<file path="config.mk">
export PLATFORM = sky130hd
export DESIGN_NAME = leaf_interface
export DESIGN_NICKNAME = d
export VERILOG_FILES = /design/src/hw/leaf_pkt_pkg.sv /design/src/hw/leaf_cfg_pkg.sv /design/src/hw/stream_fifo.sv /design/src/hw/start_delay_counter.sv /design/src/hw/leaf_ctrl_fsm.sv /design/src/hw/leaf_rx_demux.sv /design/src/hw/leaf_tx_arbiter.sv /design/src/hw/leaf_interface.sv
export SDC_FILE = /design/constraint.sdc
export NUM_CORES = 2
export LEC_CHECK = 0
export ABC_CLOCK_PERIOD_IN_PS = 8180
export BUFFER_PORTS_ARGS = -buffer_cell sky130_fd_sc_hd__buf_2
export CORE_MARGIN = 5
export CORE_UTILIZATION = 50
export CTS_CLUSTER_SIZE = 24
export DETAILED_ROUTE_END_ITERATION = 8
export PLACE_DENSITY = 0.71
export SYNTH_ARGS = -nofsm -noshare
export SYNTH_HDL_FRONTEND = slang
export SYNTH_SLANG_ARGS = --single-unit
</file>
<file path="constraint.sdc">
create_clock -name clk -period 8.18 [get_ports clk]
set_clock_uncertainty 0.15 [all_clocks]
set_input_delay 0.818 -clock clk [delete_from_list [all_inputs] [get_ports clk]]
set_output_delay 0.818 -clock clk [all_outputs]
set_load 0.01 [all_outputs]
</file>
<file path="src/hw/leaf_pkt_pkg.sv">
package leaf_pkt_pkg;

    localparam int PACKET_BITS   = 49;
    localparam int PAYLOAD_BITS  = 32;
    localparam int NUM_LEAF_BITS = 5;
    localparam int NUM_PORT_BITS = 4;
    localparam int NUM_SEQ_BITS  = 7;

    // Bit positions inside a packet on the BFT link
    localparam int VLD_POS       = 48;
    localparam int DEST_LEAF_LSB = 43;
    localparam int DEST_PORT_LSB = 39;
    localparam int SEQ_LSB       = 32;

    localparam logic [NUM_PORT_BITS-1:0] CFG_PORT = '0;  // Port 0 carries route-table writes

    // Fields inside the payload of a config packet
    localparam int CFG_OUT_LSB   = 0;
    localparam int CFG_LEAF_LSB  = 4;
    localparam int CFG_DPORT_LSB = 9;

    typedef logic [PAYLOAD_BITS-1:0] word_t;
    typedef logic [PACKET_BITS-1:0]  packet_t;

endpackage

</file>
<file path="src/hw/leaf_cfg_pkg.sv">
package leaf_cfg_pkg;

    localparam logic [4:0] LEAF_ID = 5'd3;

    localparam int NUM_IN_PORTS  = 5;
    localparam int NUM_OUT_PORTS = 5;
    localparam int PORT_IDX_BITS = $clog2(NUM_OUT_PORTS);

    localparam int FIFO_DEPTH = 8;

    localparam int START_DELAY    = 8;
    localparam int START_CNT_BITS = $clog2(START_DELAY + 1);

    typedef enum logic [1:0] {
        IDLE,
        START_WAIT,
        RUN
    } leaf_state_t;

endpackage

</file>
<file path="src/hw/stream_fifo.sv">
`timescale 1ns/1ps

module stream_fifo #(
    parameter type payload_t = logic [31:0],
    parameter int  DEPTH     = 8
) (
    input  logic     clk,
    input  logic     rst,
    input  logic     wr_en,
    input  payload_t wr_data,
    input  logic     rd_en,
    output payload_t rd_data,
    output logic     empty,
    output logic     full
);

    localparam int PTR_BITS = (DEPTH > 1) ? $clog2(DEPTH) : 1;
    localparam int CNT_BITS = $clog2(DEPTH + 1);

    payload_t            mem [DEPTH];
    logic [PTR_BITS-1:0] wr_ptr;
    logic [PTR_BITS-1:0] rd_ptr;
    logic [CNT_BITS-1:0] count;
    logic                push;
    logic                pop;

    assign empty   = (count == '0);
    assign full    = (count == CNT_BITS'(DEPTH));
    assign push    = wr_en && !full;    // Writes into a full queue are dropped
    assign pop     = rd_en && !empty;
    assign rd_data = mem[rd_ptr];       // Oldest entry falls through to the output

    always_ff @(posedge clk) begin
        if (push) begin
            mem[wr_ptr] <= wr_data;
        end
    end

    always_ff @(posedge clk) begin
        if (rst) begin
            wr_ptr <= '0;
            rd_ptr <= '0;
            count  <= '0;
        end else begin
            if (push) begin
                wr_ptr <= (wr_ptr == PTR_BITS'(DEPTH - 1)) ? '0 : wr_ptr + 1'b1;
            end
            if (pop) begin
                rd_ptr <= (rd_ptr == PTR_BITS'(DEPTH - 1)) ? '0 : rd_ptr + 1'b1;
            end
            case ({push, pop})
                2'b10:   count <= count + 1'b1;
                2'b01:   count <= count - 1'b1;
                default: count <= count;
            endcase
        end
    end

endmodule

</file>
<file path="src/hw/start_delay_counter.sv">
`timescale 1ns/1ps

module start_delay_counter (
    input  logic clk,
    input  logic rst,
    input  logic load,
    output logic done
);

    import leaf_cfg_pkg::*;

    logic [START_CNT_BITS-1:0] count;

    always_ff @(posedge clk) begin
        if (rst) begin
            count <= '0;
            done  <= 1'b0;
        end else if (load) begin
            count <= START_CNT_BITS'(START_DELAY);
            done  <= 1'b0;
        end else begin
            done <= (count == START_CNT_BITS'(1));  // Single pulse as the count leaves one
            if (count != '0) begin
                count <= count - 1'b1;
            end
        end
    end

endmodule

</file>
<file path="src/hw/leaf_ctrl_fsm.sv">
`timescale 1ns/1ps

module leaf_ctrl_fsm (
    input  logic clk,
    input  logic rst,
    input  logic ap_start,
    input  logic timer_done,
    output logic timer_load,
    output logic reset_ap_start_user
);

    import leaf_cfg_pkg::*;

    leaf_state_t state;
    leaf_state_t state_nxt;

    always_comb begin
        state_nxt = state;
        case (state)
            IDLE: begin
                if (ap_start) begin
                    state_nxt = START_WAIT;
                end
            end
            START_WAIT: begin
                if (timer_done) begin
                    state_nxt = RUN;
                end
            end
            RUN: begin
                state_nxt = RUN;    // Further start pulses are ignored
            end
            default: begin
                state_nxt = IDLE;
            end
        endcase
    end

    // Counter is loaded on the same edge that enters START_WAIT
    assign timer_load = (state == IDLE) && ap_start;

    always_ff @(posedge clk) begin
        if (rst) begin
            state               <= IDLE;
            reset_ap_start_user <= 1'b1;
        end else begin
            state               <= state_nxt;
            reset_ap_start_user <= (state_nxt != RUN);  // Drops on the edge that enters RUN
        end
    end

endmodule

</file>
<file path="src/hw/leaf_rx_demux.sv">
`timescale 1ns/1ps

module leaf_rx_demux (
    input  logic                                   clk,
    input  logic                                   rst,
    input  logic [leaf_pkt_pkg::PACKET_BITS-1:0]   din_leaf_bft2interface,
    input  logic [leaf_cfg_pkg::NUM_IN_PORTS-1:0]  rx_full,
    output logic [leaf_cfg_pkg::NUM_IN_PORTS-1:0]  rx_wr_en,
    output logic [leaf_pkt_pkg::PAYLOAD_BITS-1:0]  rx_wr_data,
    output logic                                   cfg_wr_en,
    output logic [leaf_pkt_pkg::NUM_PORT_BITS-1:0] cfg_out_idx,
    output logic [leaf_pkt_pkg::NUM_LEAF_BITS-1:0] cfg_leaf,
    output logic [leaf_pkt_pkg::NUM_PORT_BITS-1:0] cfg_dport
);

    import leaf_pkt_pkg::*;
    import leaf_cfg_pkg::*;

    packet_t                  pkt_q;
    logic                     pkt_vld_q;
    logic                     for_me;
    logic [NUM_PORT_BITS-1:0] dest_port;

    always_ff @(posedge clk) begin
        pkt_q <= din_leaf_bft2interface;
    end

    always_ff @(posedge clk) begin
        if (rst) begin
            pkt_vld_q <= 1'b0;
        end else begin
            pkt_vld_q <= din_leaf_bft2interface[VLD_POS];
        end
    end

    assign dest_port = pkt_q[DEST_PORT_LSB +: NUM_PORT_BITS];
    assign for_me    = pkt_vld_q && (pkt_q[DEST_LEAF_LSB +: NUM_LEAF_BITS] == LEAF_ID);

    // User ports are numbered from one, so queue i takes port i+1
    always_comb begin
        for (int i = 0; i < NUM_IN_PORTS; i++) begin
            rx_wr_en[i] = for_me && (dest_port == NUM_PORT_BITS'(i + 1)) && !rx_full[i];
        end
    end

    assign rx_wr_data = pkt_q[PAYLOAD_BITS-1:0];

    assign cfg_wr_en   = for_me && (dest_port == CFG_PORT);
    assign cfg_out_idx = pkt_q[CFG_OUT_LSB +: NUM_PORT_BITS];
    assign cfg_leaf    = pkt_q[CFG_LEAF_LSB +: NUM_LEAF_BITS];
    assign cfg_dport   = pkt_q[CFG_DPORT_LSB +: NUM_PORT_BITS];

endmodule

</file>
<file path="src/hw/leaf_tx_arbiter.sv">
`timescale 1ns/1ps

module leaf_tx_arbiter (
    input  logic                                   clk,
    input  logic                                   rst,
    input  logic                                   resend,
    input  logic [leaf_cfg_pkg::NUM_OUT_PORTS-1:0] tx_empty,
    input  logic [leaf_cfg_pkg::NUM_OUT_PORTS-1:0][leaf_pkt_pkg::PAYLOAD_BITS-1:0] tx_data,
    input  logic                                   cfg_wr_en,
    input  logic [leaf_pkt_pkg::NUM_PORT_BITS-1:0] cfg_out_idx,
    input  logic [leaf_pkt_pkg::NUM_LEAF_BITS-1:0] cfg_leaf,
    input  logic [leaf_pkt_pkg::NUM_PORT_BITS-1:0] cfg_dport,
    output logic [leaf_cfg_pkg::NUM_OUT_PORTS-1:0] tx_rd_en,
    output logic [leaf_pkt_pkg::PACKET_BITS-1:0]   dout_leaf_interface2bft
);

    import leaf_pkt_pkg::*;
    import leaf_cfg_pkg::*;

    logic [NUM_LEAF_BITS-1:0] route_leaf [NUM_OUT_PORTS];
    logic [NUM_PORT_BITS-1:0] route_port [NUM_OUT_PORTS];
    logic [NUM_SEQ_BITS-1:0]  seq_cnt    [NUM_OUT_PORTS];
    logic [PORT_IDX_BITS-1:0] last_q;
    logic [PORT_IDX_BITS-1:0] grant_idx;
    logic [PORT_IDX_BITS-1:0] cfg_slot;
    logic                     grant_vld;
    logic                     cfg_hit;
    logic                     send;
    packet_t                  pkt_nxt;
    packet_t                  dout_q;

    // Search starts just after the port served last
    always_comb begin : rr_pick
        int unsigned cand;
        grant_vld = 1'b0;
        grant_idx = last_q;
        for (int k = 1; k <= NUM_OUT_PORTS; k++) begin
            cand = (int'(last_q) + k) % NUM_OUT_PORTS;
            if (!grant_vld && !tx_empty[cand]) begin
                grant_vld = 1'b1;
                grant_idx = PORT_IDX_BITS'(cand);
            end
        end
    end

    assign send = grant_vld && !resend;

    always_comb begin
        tx_rd_en = '0;
        if (send) begin
            tx_rd_en[grant_idx] = 1'b1;
        end
    end

    always_comb begin
        pkt_nxt                                  = '0;
        pkt_nxt[VLD_POS]                         = 1'b1;
        pkt_nxt[DEST_LEAF_LSB +: NUM_LEAF_BITS]  = route_leaf[grant_idx];
        pkt_nxt[DEST_PORT_LSB +: NUM_PORT_BITS]  = route_port[grant_idx];
        pkt_nxt[SEQ_LSB +: NUM_SEQ_BITS]         = seq_cnt[grant_idx];
        pkt_nxt[PAYLOAD_BITS-1:0]                = tx_data[grant_idx];
    end

    assign cfg_hit  = cfg_wr_en && (cfg_out_idx != '0) &&
                      (cfg_out_idx <= NUM_PORT_BITS'(NUM_OUT_PORTS));
    assign cfg_slot = PORT_IDX_BITS'(cfg_out_idx - 1'b1);

    always_ff @(posedge clk) begin
        if (rst) begin
            for (int i = 0; i < NUM_OUT_PORTS; i++) begin
                route_leaf[i] <= '0;
                route_port[i] <= '0;
                seq_cnt[i]    <= '0;
            end
            last_q <= PORT_IDX_BITS'(NUM_OUT_PORTS - 1);  // Port 1 wins the first round
            dout_q <= '0;
        end else begin
            if (cfg_hit) begin
                route_leaf[cfg_slot] <= cfg_leaf;
                route_port[cfg_slot] <= cfg_dport;
            end
            if (send) begin
                seq_cnt[grant_idx] <= seq_cnt[grant_idx] + 1'b1;
                last_q             <= grant_idx;
            end
            if (!resend) begin
                dout_q <= send ? pkt_nxt : '0;
            end
        end
    end

    // A packet caught by resend is held and goes out once resend drops
    assign dout_leaf_interface2bft = resend ? '0 : dout_q;

endmodule

</file>
<file path="src/hw/leaf_interface.sv">
`timescale 1ns/1ps

module leaf_interface (
    input  logic                                   clk,
    input  logic                                   rst,
    input  logic [leaf_pkt_pkg::PACKET_BITS-1:0]   din_leaf_bft2interface,
    input  logic                                   resend,
    input  logic                                   ap_start,
    input  logic [leaf_cfg_pkg::NUM_IN_PORTS-1:0]  ack_user2interface,
    input  logic [leaf_cfg_pkg::NUM_OUT_PORTS-1:0][leaf_pkt_pkg::PAYLOAD_BITS-1:0]
                                                   din_leaf_user2interface,
    input  logic [leaf_cfg_pkg::NUM_OUT_PORTS-1:0] vld_user2interface,
    output logic [leaf_pkt_pkg::PACKET_BITS-1:0]   dout_leaf_interface2bft,
    output logic [leaf_cfg_pkg::NUM_IN_PORTS-1:0][leaf_pkt_pkg::PAYLOAD_BITS-1:0]
                                                   dout_leaf_interface2user,
    output logic [leaf_cfg_pkg::NUM_IN_PORTS-1:0]  vld_interface2user,
    output logic [leaf_cfg_pkg::NUM_OUT_PORTS-1:0] ack_interface2user,
    output logic                                   reset_ap_start_user
);

    import leaf_pkt_pkg::*;
    import leaf_cfg_pkg::*;

    logic                     timer_load;
    logic                     timer_done;
    logic [NUM_IN_PORTS-1:0]  rx_wr_en;
    logic [NUM_IN_PORTS-1:0]  rx_full;
    logic [NUM_IN_PORTS-1:0]  rx_empty;
    word_t                    rx_wr_data;
    logic                     cfg_wr_en;
    logic [NUM_PORT_BITS-1:0] cfg_out_idx;
    logic [NUM_LEAF_BITS-1:0] cfg_leaf;
    logic [NUM_PORT_BITS-1:0] cfg_dport;
    logic [NUM_OUT_PORTS-1:0] tx_rd_en;
    logic [NUM_OUT_PORTS-1:0] tx_full;
    logic [NUM_OUT_PORTS-1:0] tx_empty;
    logic [NUM_OUT_PORTS-1:0][PAYLOAD_BITS-1:0] tx_data;

    assign vld_interface2user = ~rx_empty;
    assign ack_interface2user = ~tx_full;   // Full transmit queue is the only back-pressure

    leaf_ctrl_fsm ctrl_fsm_inst (
        .clk                 (clk),
        .rst                 (rst),
        .ap_start            (ap_start),
        .timer_done          (timer_done),
        .timer_load          (timer_load),
        .reset_ap_start_user (reset_ap_start_user)
    );

    start_delay_counter start_delay_inst (
        .clk  (clk),
        .rst  (rst),
        .load (timer_load),
        .done (timer_done)
    );

    leaf_rx_demux rx_demux_inst (
        .clk                    (clk),
        .rst                    (rst),
        .din_leaf_bft2interface (din_leaf_bft2interface),
        .rx_full                (rx_full),
        .rx_wr_en               (rx_wr_en),
        .rx_wr_data             (rx_wr_data),
        .cfg_wr_en              (cfg_wr_en),
        .cfg_out_idx            (cfg_out_idx),
        .cfg_leaf               (cfg_leaf),
        .cfg_dport              (cfg_dport)
    );

    leaf_tx_arbiter tx_arbiter_inst (
        .clk                     (clk),
        .rst                     (rst),
        .resend                  (resend),
        .tx_empty                (tx_empty),
        .tx_data                 (tx_data),
        .cfg_wr_en               (cfg_wr_en),
        .cfg_out_idx             (cfg_out_idx),
        .cfg_leaf                (cfg_leaf),
        .cfg_dport               (cfg_dport),
        .tx_rd_en                (tx_rd_en),
        .dout_leaf_interface2bft (dout_leaf_interface2bft)
    );

    for (genvar i = 0; i < NUM_IN_PORTS; i++) begin : g_rx
        stream_fifo #(
            .payload_t (word_t),
            .DEPTH     (FIFO_DEPTH)
        ) rx_fifo_inst (
            .clk     (clk),
            .rst     (rst),
            .wr_en   (rx_wr_en[i]),
            .wr_data (rx_wr_data),
            .rd_en   (ack_user2interface[i]),
            .rd_data (dout_leaf_interface2user[i]),
            .empty   (rx_empty[i]),
            .full    (rx_full[i])
        );
    end

    for (genvar i = 0; i < NUM_OUT_PORTS; i++) begin : g_tx
        stream_fifo #(
            .payload_t (word_t),
            .DEPTH     (FIFO_DEPTH)
        ) tx_fifo_inst (
            .clk     (clk),
            .rst     (rst),
            .wr_en   (vld_user2interface[i]),
            .wr_data (din_leaf_user2interface[i]),
            .rd_en   (tx_rd_en[i]),
            .rd_data (tx_data[i]),
            .empty   (tx_empty[i]),
            .full    (tx_full[i])
        );
    end

endmodule

</file>
==> results.md <==
- Routed via count: 59060
- Root Buffer: clkbuf_16
- Most frequent CP cell: ha_1
- Post-synth top area cell: edfxtp_1
- Synth top area share: 70.52%
- Post-DRT Antenna Nets: 0
- Clk sinks: 2920
- CTS tree: yes
- Die Y: 488.5 µm
- Crit start category: flip-flop
- Grt total ovfl: 0
- Slew margin rel.: 21.13%
- Row cnt: 175
- Final Setup Violations: 0
- Syn avg cell area: 19.69 µm²
- Min-Delay Path Class: input pin to flip-flop
- Most common cell in the netlist: edfxtp_1
- Clock latency at the later pin of the worst-skew pair: 0.93 ns
- Main synth FF type: edfxtp_1
- Slowest cell on crit path: nor3_2
- DP HPWL: 160100 µm
- Clock Path Buffers: 4
- WP data required: 8.84 ns
- Routability cong.: 0.8571
- Maximum fanout along the worst path: 12
- Core ar.: 0.2275 mm²
- Synth Register Bits: 2920
- Count of cell types in the netlist: 93
- Post-synth top cells: edfxtp_1 (2688), mux4_2 (642), nand2_1 (241), dfxtp_1 (232), clkbuf_1 (190)
- Post-synth net total: 6140
- Synth warn: 0
- Max-slew violation count: 0
- CTS clk-pin slew, worst paths: 0.06 ns
- Minimum clock period after layout: 7.311 ns
- Crit-path leading delay family: simple AND/OR/NAND/NOR gates
- Max Cap Viol: 0
- RSZ-0062 raised after global routing: no
- Cts bufs inserted: 310
- DRC Markers: 0
- DRC marker count from the first detailed-route iteration: 6147
- H-tree depth: 5
- Vias in the first global route: 59960
- Port Buffer Count: 435
- Final hold violation count: 0
- Run status: completed
- Async SR Flop Fraction: 0%
- Worst Setup End Kind: flip-flop
- Drt via density: 5.952
- Net count, final: 6993
- Worst path max stage delay: 0.57 ns
- Initial antenna violation count: 47
- Ports: 443
- First-pass GRT wire length: 400400 µm
- Setup_tns: 0 ns
- Synth area leaders: edfxtp_1 (71%), mux4_2 (13%), dfxtp_1 (4.1%)
- Largest net degree at the start of global routing: 75
- Die Span X: 488.5 µm
- Initial Util: 50.31%
- Wirelength per Cell: 27.38 µm
- Pwr dens: 346.0 mW/mm²
- FMAX: 136.8 MHz
- Worst vdd ir: 1.080 mV
- LEAKAGE: 42.82 nW
- Sequential-to-total area share from yosys stat: 74.58%
- Slew @ Worst Pin: 1.180 ns
- Kind of critical path: flip-flop to flip-flop
- Min Hold Slack: 0.06148 ns
- Worst path buffer plus inverter count: 3
- Mapped Cells: 5812
- Layout area overhead: 16.27%
- Post-synth EDFFs: 2688
- Total wire length: 271700 µm
- Crit path DAT: 7.97 ns
- Layout cells sized above 1: 29.33%
- Final period utilization: 89.37%
- Synth Cell Area: 0.1145 mm²
- Gr usage total: 22.68%
- DIE AREA: 0.2386 mm²
- Drt pass-1 iters: 6
==> cell usage in the layout, fill, tap and decap left out, types with 24 or more instances in the layout <==
| master | netlist | final |
|---|---|---|
| edfxtp_1 | 2688 | 2688 |
| dlygate4sd3_1 | 0 | 202 |
| nand2b_1 | 30 | 29 |
| clkbuf_16 | 0 | 316 |
| bufinv_16 | 0 | 25 |
| a211oi_1 | 67 | 67 |
| ha_1 | 100 | 100 |
| xor2_1 | 27 | 27 |
| dfxtp_2 | 0 | 30 |
| nor2_1 | 162 | 140 |
| mux4_2 | 642 | 642 |
| mux2_2 | 163 | 163 |
| nand2_1 | 241 | 240 |
| clkinv_2 | 0 | 37 |
| inv_1 | 64 | 64 |
| nor2b_1 | 120 | 119 |
| o21ai_0 | 113 | 113 |
| buf_2 | 14 | 434 |
| clkinv_1 | 0 | 49 |
| nor3_2 | 1 | 29 |
| dfxtp_1 | 232 | 192 |
| mux2i_1 | 141 | 141 |
| clkbuf_1 | 190 | 71 |
| buf_4 | 3 | 193 |
| nor3_1 | 86 | 58 |
| nand3_1 | 49 | 49 |
| diode_2 | 0 | 24 |
| a21oi_1 | 152 | 151 |
| and2_1 | 60 | 60 |
==> metrics by stage <==
| step | power, mW | worst slack, ns | instance area, µm² | instances | utilization, % |
|---|---|---|---|---|---|
| 2_1_floorplan | 26.82 | 1.696 | 114500 | 5812 | - |
| 3_3_place_gp | 32.25 | 1.257 | 121300 | 9160 | 53.32 |
| 3_5_place_dp | 32.65 | 0.9276 | 121300 | 9160 | 53.32 |
| 4_1_cts | 46.21 | 0.9062 | 133000 | 9899 | 58.47 |
| 5_1_grt | 47.96 | 0.3282 | 133000 | 9906 | 58.48 |
| 6_report | 46.05 | 0.8691 | 133100 | 9923 | 58.50 |
==> flip-flops by register name, summed over array words and instances (netlist names), 4 cells and up, named ones only <==
| register | flops |
|---|---|
| g_rx.rx_fifo_inst.count | 20 |
| g_rx.rx_fifo_inst.mem | 1280 |
| g_rx.rx_fifo_inst.rd_ptr | 15 |
| g_rx.rx_fifo_inst.wr_ptr | 15 |
| g_tx.tx_fifo_inst.count | 20 |
| g_tx.tx_fifo_inst.mem | 1280 |
| g_tx.tx_fifo_inst.rd_ptr | 15 |
| g_tx.tx_fifo_inst.wr_ptr | 15 |
| rx_demux_inst.pkt_q | 41 |
| start_delay_inst.count | 4 |
| tx_arbiter_inst.dout_q | 49 |
| tx_arbiter_inst.route_leaf | 40 |
| tx_arbiter_inst.route_port | 32 |
| tx_arbiter_inst.seq_cnt | 56 |
==> cell type report <==
class	instances	area, µm²
antenna	24	60.06
clock buffer	402	8381
clock inverter	135	1330
fill	16260	94410
inverter	67	251.5
multi-input combinational	2536	28210
sequential	2920	85440
tap	3009	3765
timing repair buffer	830	5654
==> power by group <==
group	switching [mW]	total, mW	internal [mW]
clock network	5.47	13.5	7.99
logic	10.3	15.0	4.71
registers	0.323	17.6	17.2
total	16.1	46.1	29.9
==> kinds of logic (layout without fill, tap and decap cells) <==
kind of cell             Yosys count  in the layout  synth area share (%)
AO/OA/AOI/OAI                    527            527                 3.040
buffers and inverters            356           1434                 1.219
other                              0             24                     0
adder cells (fa/ha/maj)          105            105                 1.181
flip-flops                      2920           2920                 74.58
multiplexers                     947            947                 15.48
XOR/XNOR                          51             51                0.4132
AND/OR/NAND/NOR                  906            906                 4.085
==> routing by layer <==
layer / vias up / track usage, % / routed length [µm]
met2: 2535 / 37.05 / 133500
met5: - / 0 / 213
met4: 34 / 7.675 / 9679
li1: 25410 / - / -
met1: 30590 / 30.70 / 105400
met3: 493 / 4.755 / 22960
==> worst paths after layout <==
path                                start                              end  slack, ns  depth (start not counted)
max             tx_arbiter_inst.last_q[0]    g_tx[0].tx_fifo_inst.count[2]       0.87                         27
min          din_leaf_user2interface[125]  g_tx[3].tx_fifo_inst.mem[2][29]       0.06                          1
max reg2reg     tx_arbiter_inst.last_q[0]    g_tx[0].tx_fifo_inst.count[2]       0.87                         27
min reg2reg    tx_arbiter_inst.dout_q[48]       tx_arbiter_inst.dout_q[48]       0.29                          2
==> timing repair <==
action	4_1_cts	5_1_grt
resized for setup	0	0
hold endpoints to repair	1266	0
setup buffers	0	0
hold buffers	202	0
==> worst reg2reg max path, delay by kind of cell (launching register included) <==
family / cells / cell delay, ns
buf+inv: 3 / 0.39
simple gates: 9 / 3.01
fa+ha+maj: 5 / 1.28
flops: 1 / 0.35
compound gates: 6 / 1.32
xor+xnor: 4 / 0.74
No activity file was read; power rests on OpenSTA's default activity.
